File: config.mk
export PLATFORM = sky130hd
export DESIGN_NAME = cache_subsystem
export DESIGN_NICKNAME = d
export VERILOG_FILES = /design/src/cache_pkg.sv /design/src/cache_subsystem.sv /design/src/memory_arbiter.sv /design/src/l1_cache.sv
export SDC_FILE = /design/constraint.sdc
export NUM_CORES = 2
export LEC_CHECK = 0
export BUFFER_PORTS_ARGS = -buffer_cell sky130_fd_sc_hd__buf_2
export CAP_MARGIN = 10
export CORE_MARGIN = 2
export CORE_UTILIZATION = 45
export CTS_CLUSTER_SIZE = 25
export DETAILED_ROUTE_END_ITERATION = 10
export PLACE_DENSITY = 0.6
export SLEW_MARGIN = 20
export SYNTH_ARGS = -nofsm -noshare
export SYNTH_HDL_FRONTEND = slang
export SYNTH_SLANG_ARGS = --single-unit
File: constraint.sdc
create_clock -name CLK -period 11.9 [get_ports CLK]
set_input_delay 0.595 -clock CLK [delete_from_list [all_inputs] [get_ports CLK]]
set_output_delay 0.595 -clock CLK [all_outputs]
set_load 0.01 [all_outputs]
File: src/cache_pkg.sv
/*
 * shared bus types for the L1 caches and the memory arbiter
 * word and byte address types, address width, default index width
 * packed address union with raw and tag/index/offset views
 */

package cache_pkg;

  // bus widths
  localparam int ADDR_W = 32;
  localparam int WORD_W = 32;

  // default number of index bits, top level passes it down as INDEX_W
  localparam int L1_INDEX_W = 4;

  // tag bits left over above the index and the byte offset
  localparam int L1_TAG_W = ADDR_W - L1_INDEX_W - 2;

  // one data word on any bus
  typedef logic [WORD_W-1:0] word_t;

  // byte address on any bus
  typedef logic [ADDR_W-1:0] addr_t;

  // cache view of an address
  // tag above index above the byte offset
  typedef struct packed {
    logic [L1_TAG_W-1:0]   tag;
    logic [L1_INDEX_W-1:0] index;
    logic [1:0]            offset;
  } cache_addr_fields_t;

  // same 32-bit address word, two decodes
  // raw goes out to memory, fields drive the lookup
  typedef union packed {
    addr_t              raw;
    cache_addr_fields_t fields;
  } cache_addr_u;

endpackage
File: src/cache_subsystem.sv
/*
 * top level, instruction and data L1 caches behind one memory arbiter
 * flush and clear done pulses merged across both caches
 */

`timescale 1ns/1ps

module cache_subsystem import cache_pkg::*; #(
  parameter int INDEX_W = L1_INDEX_W
) (
  input  logic  CLK,
  input  logic  i_rst,
  input  logic  i_flush,
  input  logic  i_clear,
  output logic  o_flush_done,
  output logic  o_clear_done,
  input  logic  i_icpu_ren,
  input  addr_t i_icpu_addr,
  output word_t o_icpu_rdata,
  output logic  o_icpu_busy,
  input  logic  i_dcpu_ren,
  input  logic  i_dcpu_wen,
  input  addr_t i_dcpu_addr,
  input  word_t i_dcpu_wdata,
  output word_t o_dcpu_rdata,
  output logic  o_dcpu_busy,
  output logic  o_mem_ren,
  output logic  o_mem_wen,
  output addr_t o_mem_addr,
  output word_t o_mem_wdata,
  input  word_t i_mem_rdata,
  input  logic  i_mem_busy
);

  // cache to arbiter buses
  logic  ic_ren, ic_wen, ic_busy;
  addr_t ic_addr;
  word_t ic_wdata, ic_rdata;
  logic  dc_ren, dc_wen, dc_busy;
  addr_t dc_addr;
  word_t dc_wdata, dc_rdata;

  // done bits, [1] clear and [0] flush
  logic [1:0] i_done;
  logic [1:0] d_done;
  logic [1:0] i_seen;
  logic [1:0] d_seen;
  logic [1:0] both_done;

  // instruction side is read only
  l1_cache #(.INDEX_W(INDEX_W)) u_icache (
    .CLK(CLK), .i_rst(i_rst), .i_flush(i_flush), .i_clear(i_clear),
    .o_flush_done(i_done[0]), .o_clear_done(i_done[1]),
    .i_cpu_ren(i_icpu_ren), .i_cpu_wen(1'b0), .i_cpu_addr(i_icpu_addr),
    .i_cpu_wdata('0), .o_cpu_rdata(o_icpu_rdata), .o_cpu_busy(o_icpu_busy),
    .o_mem_ren(ic_ren), .o_mem_wen(ic_wen), .o_mem_addr(ic_addr),
    .o_mem_wdata(ic_wdata), .i_mem_rdata(ic_rdata), .i_mem_busy(ic_busy)
  );

  l1_cache #(.INDEX_W(INDEX_W)) u_dcache (
    .CLK(CLK), .i_rst(i_rst), .i_flush(i_flush), .i_clear(i_clear),
    .o_flush_done(d_done[0]), .o_clear_done(d_done[1]),
    .i_cpu_ren(i_dcpu_ren), .i_cpu_wen(i_dcpu_wen), .i_cpu_addr(i_dcpu_addr),
    .i_cpu_wdata(i_dcpu_wdata), .o_cpu_rdata(o_dcpu_rdata), .o_cpu_busy(o_dcpu_busy),
    .o_mem_ren(dc_ren), .o_mem_wen(dc_wen), .o_mem_addr(dc_addr),
    .o_mem_wdata(dc_wdata), .i_mem_rdata(dc_rdata), .i_mem_busy(dc_busy)
  );

  memory_arbiter u_arb (
    .CLK(CLK), .i_rst(i_rst),
    .i_icache_ren(ic_ren), .i_icache_wen(ic_wen), .i_icache_addr(ic_addr),
    .i_icache_wdata(ic_wdata), .o_icache_rdata(ic_rdata), .o_icache_busy(ic_busy),
    .i_dcache_ren(dc_ren), .i_dcache_wen(dc_wen), .i_dcache_addr(dc_addr),
    .i_dcache_wdata(dc_wdata), .o_dcache_rdata(dc_rdata), .o_dcache_busy(dc_busy),
    .o_mem_ren(o_mem_ren), .o_mem_wen(o_mem_wen), .o_mem_addr(o_mem_addr),
    .o_mem_wdata(o_mem_wdata), .i_mem_rdata(i_mem_rdata), .i_mem_busy(i_mem_busy)
  );

  // pulse once both caches have reported, early one waits in seen
  assign both_done = (i_done | i_seen) & (d_done | d_seen);

  always_ff @(posedge CLK) begin
    if (i_rst) begin
      i_seen <= '0;
      d_seen <= '0;
    end else begin
      i_seen <= (i_seen | i_done) & ~both_done;
      d_seen <= (d_seen | d_done) & ~both_done;
    end
  end

  assign o_flush_done = both_done[0];
  assign o_clear_done = both_done[1];

endmodule

File: src/memory_arbiter.sv
/*
 * two-requester arbiter onto one generic memory bus
 * dcache wins a tie, grant held until the transfer completes
 */

`timescale 1ns/1ps

module memory_arbiter import cache_pkg::*; (
  input  logic  CLK,
  input  logic  i_rst,
  input  logic  i_icache_ren,
  input  logic  i_icache_wen,
  input  addr_t i_icache_addr,
  input  word_t i_icache_wdata,
  output word_t o_icache_rdata,
  output logic  o_icache_busy,
  input  logic  i_dcache_ren,
  input  logic  i_dcache_wen,
  input  addr_t i_dcache_addr,
  input  word_t i_dcache_wdata,
  output word_t o_dcache_rdata,
  output logic  o_dcache_busy,
  output logic  o_mem_ren,
  output logic  o_mem_wen,
  output addr_t o_mem_addr,
  output word_t o_mem_wdata,
  input  word_t i_mem_rdata,
  input  logic  i_mem_busy
);

  // grant_d high means the dcache owns the bus
  logic grant_d;
  logic xfer_busy;
  logic sel_d;
  logic i_req;
  logic d_req;
  logic req;

  assign i_req = i_icache_ren | i_icache_wen;
  assign d_req = i_dcache_ren | i_dcache_wen;

  // idle bus picks a new owner, otherwise the stored grant
  always_comb begin
    if (xfer_busy) sel_d = grant_d;
    else if (d_req) sel_d = 1'b1;
    else if (i_req) sel_d = 1'b0;
    else sel_d = grant_d;
  end

  assign req = sel_d ? d_req : i_req;

  // request passes through for the selected side
  assign o_mem_ren   = sel_d ? i_dcache_ren   : i_icache_ren;
  assign o_mem_wen   = sel_d ? i_dcache_wen   : i_icache_wen;
  assign o_mem_addr  = sel_d ? i_dcache_addr  : i_icache_addr;
  assign o_mem_wdata = sel_d ? i_dcache_wdata : i_icache_wdata;

  // the side that lost sees busy until the bus frees up
  assign o_dcache_busy  = sel_d ? i_mem_busy : 1'b1;
  assign o_icache_busy  = sel_d ? 1'b1 : i_mem_busy;
  assign o_dcache_rdata = sel_d ? i_mem_rdata : '0;
  assign o_icache_rdata = sel_d ? '0 : i_mem_rdata;

  always_ff @(posedge CLK) begin
    if (i_rst) begin
      grant_d   <= 1'b0;
      xfer_busy <= 1'b0;
    end else if (req && i_mem_busy) begin
      grant_d   <= sel_d;
      xfer_busy <= 1'b1;
    end else if (req) begin
      // transfer completes this cycle
      xfer_busy <= 1'b0;
    end
  end

endmodule

File: src/l1_cache.sv
/*
 * direct-mapped write-back, write-allocate L1 cache, one word per line
 * FSM for victim write-back, read fill, flush walk and clear walk
 * generic bus on both the CPU side and the memory side
 */

`timescale 1ns/1ps

module l1_cache import cache_pkg::*; #(
  parameter int INDEX_W = L1_INDEX_W
) (
  input  logic  CLK,
  input  logic  i_rst,
  input  logic  i_flush,
  input  logic  i_clear,
  output logic  o_flush_done,
  output logic  o_clear_done,
  input  logic  i_cpu_ren,
  input  logic  i_cpu_wen,
  input  addr_t i_cpu_addr,
  input  word_t i_cpu_wdata,
  output word_t o_cpu_rdata,
  output logic  o_cpu_busy,
  output logic  o_mem_ren,
  output logic  o_mem_wen,
  output addr_t o_mem_addr,
  output word_t o_mem_wdata,
  input  word_t i_mem_rdata,
  input  logic  i_mem_busy
);

  localparam int LINES = 2 ** INDEX_W;
  localparam int TAG_W = ADDR_W - 2 - INDEX_W;

  // FSM encoding
  localparam logic [2:0] ST_IDLE  = 3'd0;
  localparam logic [2:0] ST_WB    = 3'd1;
  localparam logic [2:0] ST_FILL  = 3'd2;
  localparam logic [2:0] ST_FLUSH = 3'd3;
  localparam logic [2:0] ST_CLEAR = 3'd4;

  // line storage
  logic [TAG_W-1:0] tag_mem [LINES];
  word_t            data_mem [LINES];
  logic [LINES-1:0] valid;
  logic [LINES-1:0] dirty;

  logic [2:0]         state;
  logic [2:0]         next_state;
  logic [INDEX_W-1:0] cnt;
  logic               flush_done_q;
  logic               clear_done_q;

  cache_addr_u        cpu_a;
  logic [ADDR_W-3:0]  cpu_line;
  logic [INDEX_W-1:0] cpu_idx;
  logic [TAG_W-1:0]   cpu_tag;
  logic               cpu_req;
  logic               hit;
  logic               victim_dirty;
  logic               wr_ok;
  logic               miss;
  logic [INDEX_W-1:0] wb_idx;
  logic               wb_line_dirty;
  logic               line_done;
  logic               last_line;

  // field view gives the line address, split again by INDEX_W
  assign cpu_a.raw = i_cpu_addr;
  assign cpu_line  = {cpu_a.fields.tag, cpu_a.fields.index};
  assign cpu_idx   = cpu_line[INDEX_W-1:0];
  assign cpu_tag   = cpu_line[ADDR_W-3:INDEX_W];

  assign cpu_req      = i_cpu_ren | i_cpu_wen;
  assign hit          = valid[cpu_idx] & (tag_mem[cpu_idx] == cpu_tag);
  assign victim_dirty = valid[cpu_idx] & dirty[cpu_idx] & ~hit;
  // write hit, or write miss over a clean victim, completes at once
  assign wr_ok        = i_cpu_wen & ~victim_dirty;
  assign miss         = cpu_req & ~hit & ~wr_ok;

  // write-back line, flush walks cnt, a miss evicts the CPU index
  assign wb_idx        = (state == ST_FLUSH) ? cnt : cpu_idx;
  assign wb_line_dirty = valid[wb_idx] & dirty[wb_idx];
  assign line_done     = ~wb_line_dirty | ~i_mem_busy;
  assign last_line     = &cnt;

  always_comb begin
    next_state = state;
    case (state)
      ST_IDLE: begin
        if (miss) begin
          next_state = victim_dirty ? ST_WB : ST_FILL;
        end else if (i_flush) begin
          next_state = ST_FLUSH;
        end else if (i_clear) begin
          next_state = ST_CLEAR;
        end
      end
      // write miss returns to idle, victim now clean so the word installs
      ST_WB:    if (!i_mem_busy) next_state = i_cpu_ren ? ST_FILL : ST_IDLE;
      ST_FILL:  if (!i_mem_busy) next_state = ST_IDLE;
      ST_FLUSH: if (line_done && last_line) next_state = ST_IDLE;
      ST_CLEAR: if (last_line) next_state = ST_IDLE;
      default:  next_state = ST_IDLE;
    endcase
  end

  // control state and line status bits
  always_ff @(posedge CLK) begin
    if (i_rst) begin
      state        <= ST_IDLE;
      cnt          <= '0;
      valid        <= '0;
      dirty        <= '0;
      flush_done_q <= 1'b0;
      clear_done_q <= 1'b0;
    end else begin
      state        <= next_state;
      flush_done_q <= (state == ST_FLUSH) && line_done && last_line;
      clear_done_q <= (state == ST_CLEAR) && last_line;
      case (state)
        ST_IDLE: begin
          cnt <= '0;
          if (wr_ok) begin
            valid[cpu_idx] <= 1'b1;
            dirty[cpu_idx] <= 1'b1;
          end
        end
        ST_WB: if (!i_mem_busy) dirty[cpu_idx] <= 1'b0;
        ST_FILL: begin
          if (!i_mem_busy) begin
            valid[cpu_idx] <= 1'b1;
            dirty[cpu_idx] <= 1'b0;
          end
        end
        ST_FLUSH: begin
          if (line_done) begin
            dirty[cnt] <= 1'b0;
            cnt        <= cnt + 1'b1;
            // all written back, drop every line
            if (last_line) begin
              valid <= '0;
              dirty <= '0;
            end
          end
        end
        ST_CLEAR: begin
          valid[cnt] <= 1'b0;
          dirty[cnt] <= 1'b0;
          cnt        <= cnt + 1'b1;
        end
        default: cnt <= '0;
      endcase
    end
  end

  // tag and data arrays
  always_ff @(posedge CLK) begin
    if (state == ST_IDLE && wr_ok) begin
      tag_mem[cpu_idx]  <= cpu_tag;
      data_mem[cpu_idx] <= i_cpu_wdata;
    end else if (state == ST_FILL && !i_mem_busy) begin
      tag_mem[cpu_idx]  <= cpu_tag;
      data_mem[cpu_idx] <= i_mem_rdata;
    end
  end

  // memory side
  assign o_mem_ren   = (state == ST_FILL);
  assign o_mem_wen   = (state == ST_WB) | ((state == ST_FLUSH) & wb_line_dirty);
  assign o_mem_addr  = (state == ST_FILL) ? {cpu_a.raw[ADDR_W-1:2], 2'b00}
                                          : {tag_mem[wb_idx], wb_idx, 2'b00};
  assign o_mem_wdata = data_mem[wb_idx];

  // fill data goes straight through on the completing cycle
  assign o_cpu_rdata = (state == ST_FILL) ? i_mem_rdata : data_mem[cpu_idx];

  always_comb begin
    case (state)
      ST_IDLE: o_cpu_busy = miss;
      ST_FILL: o_cpu_busy = i_mem_busy;
      default: o_cpu_busy = 1'b1;
    endcase
  end

  assign o_flush_done = flush_done_q;
  assign o_clear_done = clear_done_q;

endmodule

**Word level (Yosys, flattened, before mapping)**

Memory sizes are Yosys's and may differ from the RTL's.
Cells that the tools add are included.
Widths: inputs -> output; s select.

- Logic and storage cells: 243
- Register bits: 88
- Output and inout bits: 134
- Memory bits (writable): 1856
- Memories kept: 4
- Input port bits: 136

- Magnitude comparators: 10
- Eq/ne operators: 27
- Mux-type cells: 95
- Bitwise operators: 52
- Add/subtract/negate cells: 2
- Reductions and logical operators: 37

Memory list:

| name | words | width | read ports | clocked after memory_dff | write ports | RTL line | RTL |
|---|---|---|---|---|---|---|---|
| u_dcache.data_mem | 16 | 32 | 2 | 0 | 1 | l1_cache.sv:44 | `word_t data_mem [LINES];` |
| u_icache.data_mem | 16 | 32 | 2 | 0 | 1 | l1_cache.sv:44 |  |
| u_dcache.tag_mem | 16 | 26 | 2 | 0 | 1 | l1_cache.sv:43 | `logic [TAG_W-1:0] tag_mem [LINES];` |
| u_icache.tag_mem | 16 | 26 | 2 | 0 | 1 | l1_cache.sv:43 |  |

Operators by type and width:

| kind | count |
|---|---|
| $mux 32 | 9 |
| $mux 16 | 14 |
| $pmux 16 s4 | 2 |
| $and 16x16->16 | 6 |
| $pmux 16 s3 | 2 |
| $not 16->16 | 4 |
| $eq 26x26->1 | 2 |
| $or 16x16->16 | 3 |
| $mux 3 | 12 |
| $bmux 1 s4 | 8 |
| $lt 4x5->1 const B | 6 |
| $pmux 3 s5 | 2 |
| $mux 1 | 29 |
| $mux 26 | 1 |
| $pmux 4 s3 | 2 |
| $ne 2x1->1 const B | 9 |
| $demux 1 s4 | 4 |
| $ge 4x1->1 const B | 4 |
| $logic_and 1x1->1 | 16 |
| $mux 4 | 4 |
| $reduce_and 4->1 | 4 |
| $reduce_and 5->1 | 3 |
| $and 1x1->1 | 14 |
| $eq 3x2->1 const B | 4 |
| 20 further kinds | 59 |

**Longest topological paths before layout**

- Depth in word-level cells: 18
- Depth in mapped cells: 16
- Depth with buffers taken out: 10

**Cells and area by module**

Synthesis repeated with hierarchy kept, for this count alone.

- Cell total of the unflattened synthesis: 7814
- Area, all modules: 98041.5 um^2

By module, submodules not included:

| module | area an instance (um^2) | instances | cells each | seq. area each (um^2) |
|---|---|---|---|---|
| l1_cache at u_dcache | 48441.5 | 1 | 3821 | 28687.5 |
| l1_cache at u_icache | 48081.1 | 1 | 3811 | 28687.5 |
| memory_arbiter | 1381.3 | 1 | 167 | 40.0 |
| cache_subsystem | 137.6 | 1 | 15 | 80.1 |

**Least setup slack after synthesis**

OpenSTA, ideal clock, no wires.

- Path kind: in2reg
- From: input port i_icpu_addr[2]
- To: memory u_icache.data_mem[1][0] in the netlist's numbering (enable)
- Stages on the path: 10
- Setup slack: 4236 ps
- Arrival: 7117 ps
- Required time: 11352 ps
- Setup time: 548 ps
- Cells stage by stage: buf_2 -> buf_2 -> buf_2 -> buf_2 -> buf_2 -> buf_2 -> buf_1 -> clkbuf_1 -> nand2b_1 -> nor3_1

- Cells in the longest elaborated chain, start to end: 15
- Elaborated cells on any way between the ends: 17
- Classes of those cells: 11 x mux; 4 x bitwise; 2 x reduce/logical

Ends and longest elaborated chain:

| item | RTL line | RTL |
|---|---|---|
| start: declaration | cache_subsystem.sv:18 | `input addr_t i_icpu_addr,` |
| $mux 4 | l1_cache.sv:82 | `assign wb_idx = (state == ST_FLUSH) ? cnt : cpu_idx;` |
| $bmux 1 s4 | l1_cache.sv:83 | `assign wb_line_dirty = valid[wb_idx] & dirty[wb_idx];` |
| $mux 1 (implied by the code) | l1_cache.sv:83 |  |
| $and 1x1->1 | l1_cache.sv:83 |  |
| $and 1x1->1 | l1_cache.sv:170 | `assign o_mem_wen = (state == ST_WB) \| ((state == ST_FLUSH) & wb_line_dirty);` |
| $or 1x1->1 | l1_cache.sv:170 |  |
| $or 1x1->1 | memory_arbiter.sv:39 | `assign i_req = i_icache_ren \| i_icache_wen;` |
| $mux 1 | memory_arbiter.sv:46 | `else if (i_req) sel_d = 1'b0;` |
| $mux 1 | memory_arbiter.sv:45 | `else if (d_req) sel_d = 1'b1;` |
| $mux 1 | memory_arbiter.sv:44 | `if (xfer_busy) sel_d = grant_d;` |
| $mux 1 | memory_arbiter.sv:60 | `assign o_icache_busy = sel_d ? 1'b1 : i_mem_busy;` |
| $logic_not 1->1 | - |  |
| $logic_and 1x1->1 | l1_cache.sv:162 | `end else if (state == ST_FILL && !i_mem_busy) begin` |
| $mux 1 | l1_cache.sv:162 |  |
| $mux 1 (implied by the code) | l1_cache.sv:164 | `data_mem[cpu_idx] <= i_mem_rdata;` |
| end: declaration | l1_cache.sv:44 |  |

Several ways; a longest one is shown, not always the timed one. The select of a mux whose other input is x is not followed.

**Worst setup path in the final report**

- From: register u_icache.state[0]
- To: output port o_mem_addr[23]

- Cells in the longest elaborated chain, start to end: 12
- Elaborated cells on any way between the ends: 18
- Classes of those cells: 3 x eq/ne; 10 x mux; 4 x bitwise; 1 x memory

Ends and longest elaborated chain:

| item | RTL line | RTL |
|---|---|---|
| start: declaration | l1_cache.sv:48 | `logic [2:0] state;` |
| start signal: assignment | l1_cache.sv:118 | `state <= next_state;` |
| $eq 3x2->1 | l1_cache.sv:82, l1_cache.sv:170 |  |
| $mux 4 | l1_cache.sv:82 |  |
| $bmux 1 s4 | l1_cache.sv:83 |  |
| $mux 1 (implied by the code) | l1_cache.sv:83 |  |
| $and 1x1->1 | l1_cache.sv:83 |  |
| $and 1x1->1 | l1_cache.sv:170 |  |
| $or 1x1->1 | l1_cache.sv:170 |  |
| $or 1x1->1 | memory_arbiter.sv:39 |  |
| $mux 1 | memory_arbiter.sv:46 |  |
| $mux 1 | memory_arbiter.sv:45 |  |
| $mux 1 | memory_arbiter.sv:44 |  |
| $mux 32 * | memory_arbiter.sv:55 | `assign o_mem_addr = sel_d ? i_dcache_addr : i_icache_addr;` |
| end: declaration | cache_subsystem.sv:29 | `output addr_t o_mem_addr,` |

Mark *: on every way between the ends. The rest lies on a longest branch, timed or not. The select of a mux whose other input is x is not followed.

==> reports/metrics.csv <==
stage;metric;value;unit
critical_path;CP Class;reg -> out;
global_route;largest net degree at the start of global routing;181;
power;Final Power;0.0193;W
timing;fmax;126;MHz
power;Static Leak;36.7;nW
timing;worst hold-check slack;0.102;ns
hold_path;Hold Crit Class;in -> reg;
timing;Hold Violations, Final;0;
route;DRC;33;
timing;Worst Tran Pin Value;1.27;ns
timing;period utilization;66.8;%
yosys;async set or reset register ratio after synthesis;0;%
yosys;number of synthesized flops with an enable pin;1856;
floorplanning;Die H;466;um
global_route;grt ovf;0;
place;RePlAce Congestion;0.891;
final_layout;Multi-input gate area;36500;sq um
critical_path;Worst Setup End Kind;output port;
floorplanning;Die ar.;217000;sq um
floorplanning;Ports;270;
clock_network;Resize count post-CTS;0;
final_layout;Final nets;7021;
timing;Slew Limit Fails;0;
yosys;Post-Syn Area;96000;sq um
route;initial DRC count;8972;
clock_network;worst-case clock buffer depth;3;
critical_path;CP Data Arrival Time;7.36;ns
route;ANT nets after route;0;
clock_network;CTS Buf Count;209;
yosys;sequential area share after synthesis;59.9;%
clock_network;H-tree levels;4;
timing;setup TNS;0;ns
power;PwrDens;179;nW/um^2
run;Max-Cap Viols;0;
route;drt first pass iters;9;
final_layout;register area;57500;sq um
final_layout;Syn-to-layout area delta;12.1;%
yosys;Yosys cell types;83;
global_route;initial antenna violation count;59;
yosys;Syn Area/Cell;14.1;sq um
clock_network;CTS Hold Bufs;0;
place;Port Buffers;263;
outcome;outcome;finished with violations;
global_route;number of global-route vias before repair;62800;
global_route;GRT Resource Usage Total;29.4;%
floorplanning;Core Box Area;212000;sq um
final_layout;most frequent cells in the layout;1856 x edfxtp_1, 1262 x nand2_1, 634 x mux4_2, 536 x mux2i_1, 432 x nand3_1;
final_layout;layout cells sized above 1;21.0;%
outcome;failing checks;design-rule violations;
clock_network;Sinks on Clock Net;1944;
floorplanning;row count;169;
yosys;Synth Register Bits;1944;
critical_path;reg-to-reg slack, setup;4.58;ns
route;WL/cell;32.8;um
timing;slew margin rel.;15.6;%
route;vias per cell;6.56;
clock_network;post-CTS setup buffers;0;
final_layout;# fillers;17500;
timing;Final Setup Violations;0;
clock_network;CTS tree;built;
timing;clk_skew;0.0952;ns
timing;RSZ-0062 raised after global routing;false;
critical_path;CP startpoint kind;register;
route;drt total wl;325000;um
route;Vias;65100;
yosys;Synth Flop Type;edfxtp_1;
critical_path;Crit Path Max Fanout;139;
yosys;Syn Inst Count;6805;
clock_network;clock slew at reported path FFs;0.07;ns
clock_network;Clk Latency, worst-skew pair;0.90;ns
global_route;first-pass GRT wire length;459000;um
floorplanning;Die W;466;um
clock_network;Root Buffer;clkbuf_16;
timing;Final min period;7.95;ns
floorplanning;Initial Util;45.2;%
place;dpl hpwl;193000;um
power;worst vdd rail ir drop;263;uV
final_layout;commonest non-fill, non-tap cell in the layout;edfxtp_1;
yosys;yosys warns;0;
critical_path;CP Data Required Time;11.31;ns
path summary, 6_finish.rpt:
check,depth (start not counted),startpoint,to
setup / recovery,13,u_icache.state[0],o_mem_addr[23]
hold / removal,3,i_clear,u_icache.state[2]
setup reg to reg,16,u_icache.state[0],u_dcache.data_mem[14][7]
hold reg to reg,1,u_icache.o_flush_done,d_seen[0]
cell families (layout without fill, tap and decap cells):
| kind of cell | count (synthesis) | count (layout) | synth area share, % |
|---|---|---|---|
| other | 1 | 29 | 0.00391 |
| AND/OR/NAND/NOR | 2124 | 2124 | 9.68 |
| buffers and inverters | 605 | 860 | 2.52 |
| adder cells (fa/ha/maj) | 8 | 8 | 0.104 |
| AO/OA/AOI/OAI | 863 | 863 | 6.37 |
| flip-flops | 1944 | 1944 | 59.9 |
| multiplexers | 1210 | 1210 | 21.0 |
| XOR/XNOR | 50 | 50 | 0.456 |
area by class of cell:
cell class	count	share of cell area, %
Sequential cell	1944	53.5
Multi-Input combinational cell	4257	34.0
Tap cell	2821	3.28
Timing Repair Buffer	418	2.62
Inverter	47	0.166
Clock inverter	138	1.37
Clock buffer	257	5.07
Antenna cell	27	0.0628
through the flow:
| stage | utilization (%) | cell area, sq um | worst slack, ns | std cells |
|---|---|---|---|---|
| 6_report | 50.7 | 108000 | 3.95 | 9909 |
| 5_1_grt | 50.7 | 108000 | 3.91 | 9899 |
| 4_1_cts | 50.7 | 107000 | 4.02 | 9882 |
| 3_5_place_dp | 47.4 | 101000 | 3.96 | 9487 |
| 3_3_place_gp | 47.4 | 100000 | 3.87 | 9486 |
| 2_1_floorplan | - | 96000 | 4.24 | 6806 |
flip-flops by register name, summed over array words and instances, names as in the netlist:
register               count
u_arb.grant_d              1
i_seen                     2
u_dcache.cnt               4
u_icache.o_flush_done      1
d_seen                     2
u_dcache.data_mem        512
u_dcache.o_clear_done      1
u_icache.data_mem        512
u_icache.dirty            16
u_icache.state             3
u_dcache.o_flush_done      1
u_dcache.valid            16
u_dcache.dirty            16
u_arb.xfer_busy            1
u_icache.o_clear_done      1
u_icache.valid            16
u_icache.tag_mem         416
u_dcache.tag_mem         416
u_dcache.state             3
u_icache.cnt               4
Yosys cell counts, types with 63 or more instances:
| cell type | instances | area (sq um) |
|---|---|---|
| mux4_2 | 634 | 14300 |
| nor3_1 | 63 | 315 |
| a311oi_1 | 212 | 1860 |
| nand2_1 | 1264 | 4740 |
| buf_1 | 109 | 409 |
| dfxtp_1 | 88 | 1760 |
| a21oi_1 | 123 | 616 |
| o21ai_0 | 108 | 541 |
| nand3_1 | 432 | 2160 |
| edfxtp_1 | 1856 | 55700 |
| buf_2 | 67 | 335 |
| nor2_1 | 103 | 387 |
| and3_1 | 113 | 707 |
| mux2i_1 | 538 | 5390 |
| clkbuf_1 | 367 | 1380 |
where the power goes:
| part | internal (W) | switching, W | leakage (nW) |
|---|---|---|---|
| combinational | 0.00131 | 0.00327 | 15.8 |
| clock | 0.00377 | 0.00283 | 3.35 |
| sequential | 0.00797 | 0.000109 | 17.5 |
| total | 0.0131 | 0.00621 | 36.7 |
metal layers:
layer	vias to the layer above	global-route usage (%)	wire, um
met5	-	0.725	459
met4	26	13.5	15800
met3	717	6.86	33500
met2	3782	45.8	151000
met1	33500	39.3	124000
li1	27100	-	-
worst max-delay path, cell delays in order, from the launching register on:
cell and delay (ns):
dfxtp_1 0.56, nand3b_1 0.54, buf_4 0.39, mux2i_4 0.20
buf_12 0.68, a2111oi_0 0.24, or4_1 0.64, o311a_4 0.39
a31oi_4 0.34, a21boi_4 0.29, buf_12 0.58, o211ai_1 0.70
o21ai_0 0.57, buf_2 0.26
Note: power is estimated with default switching activity, not from simulation.
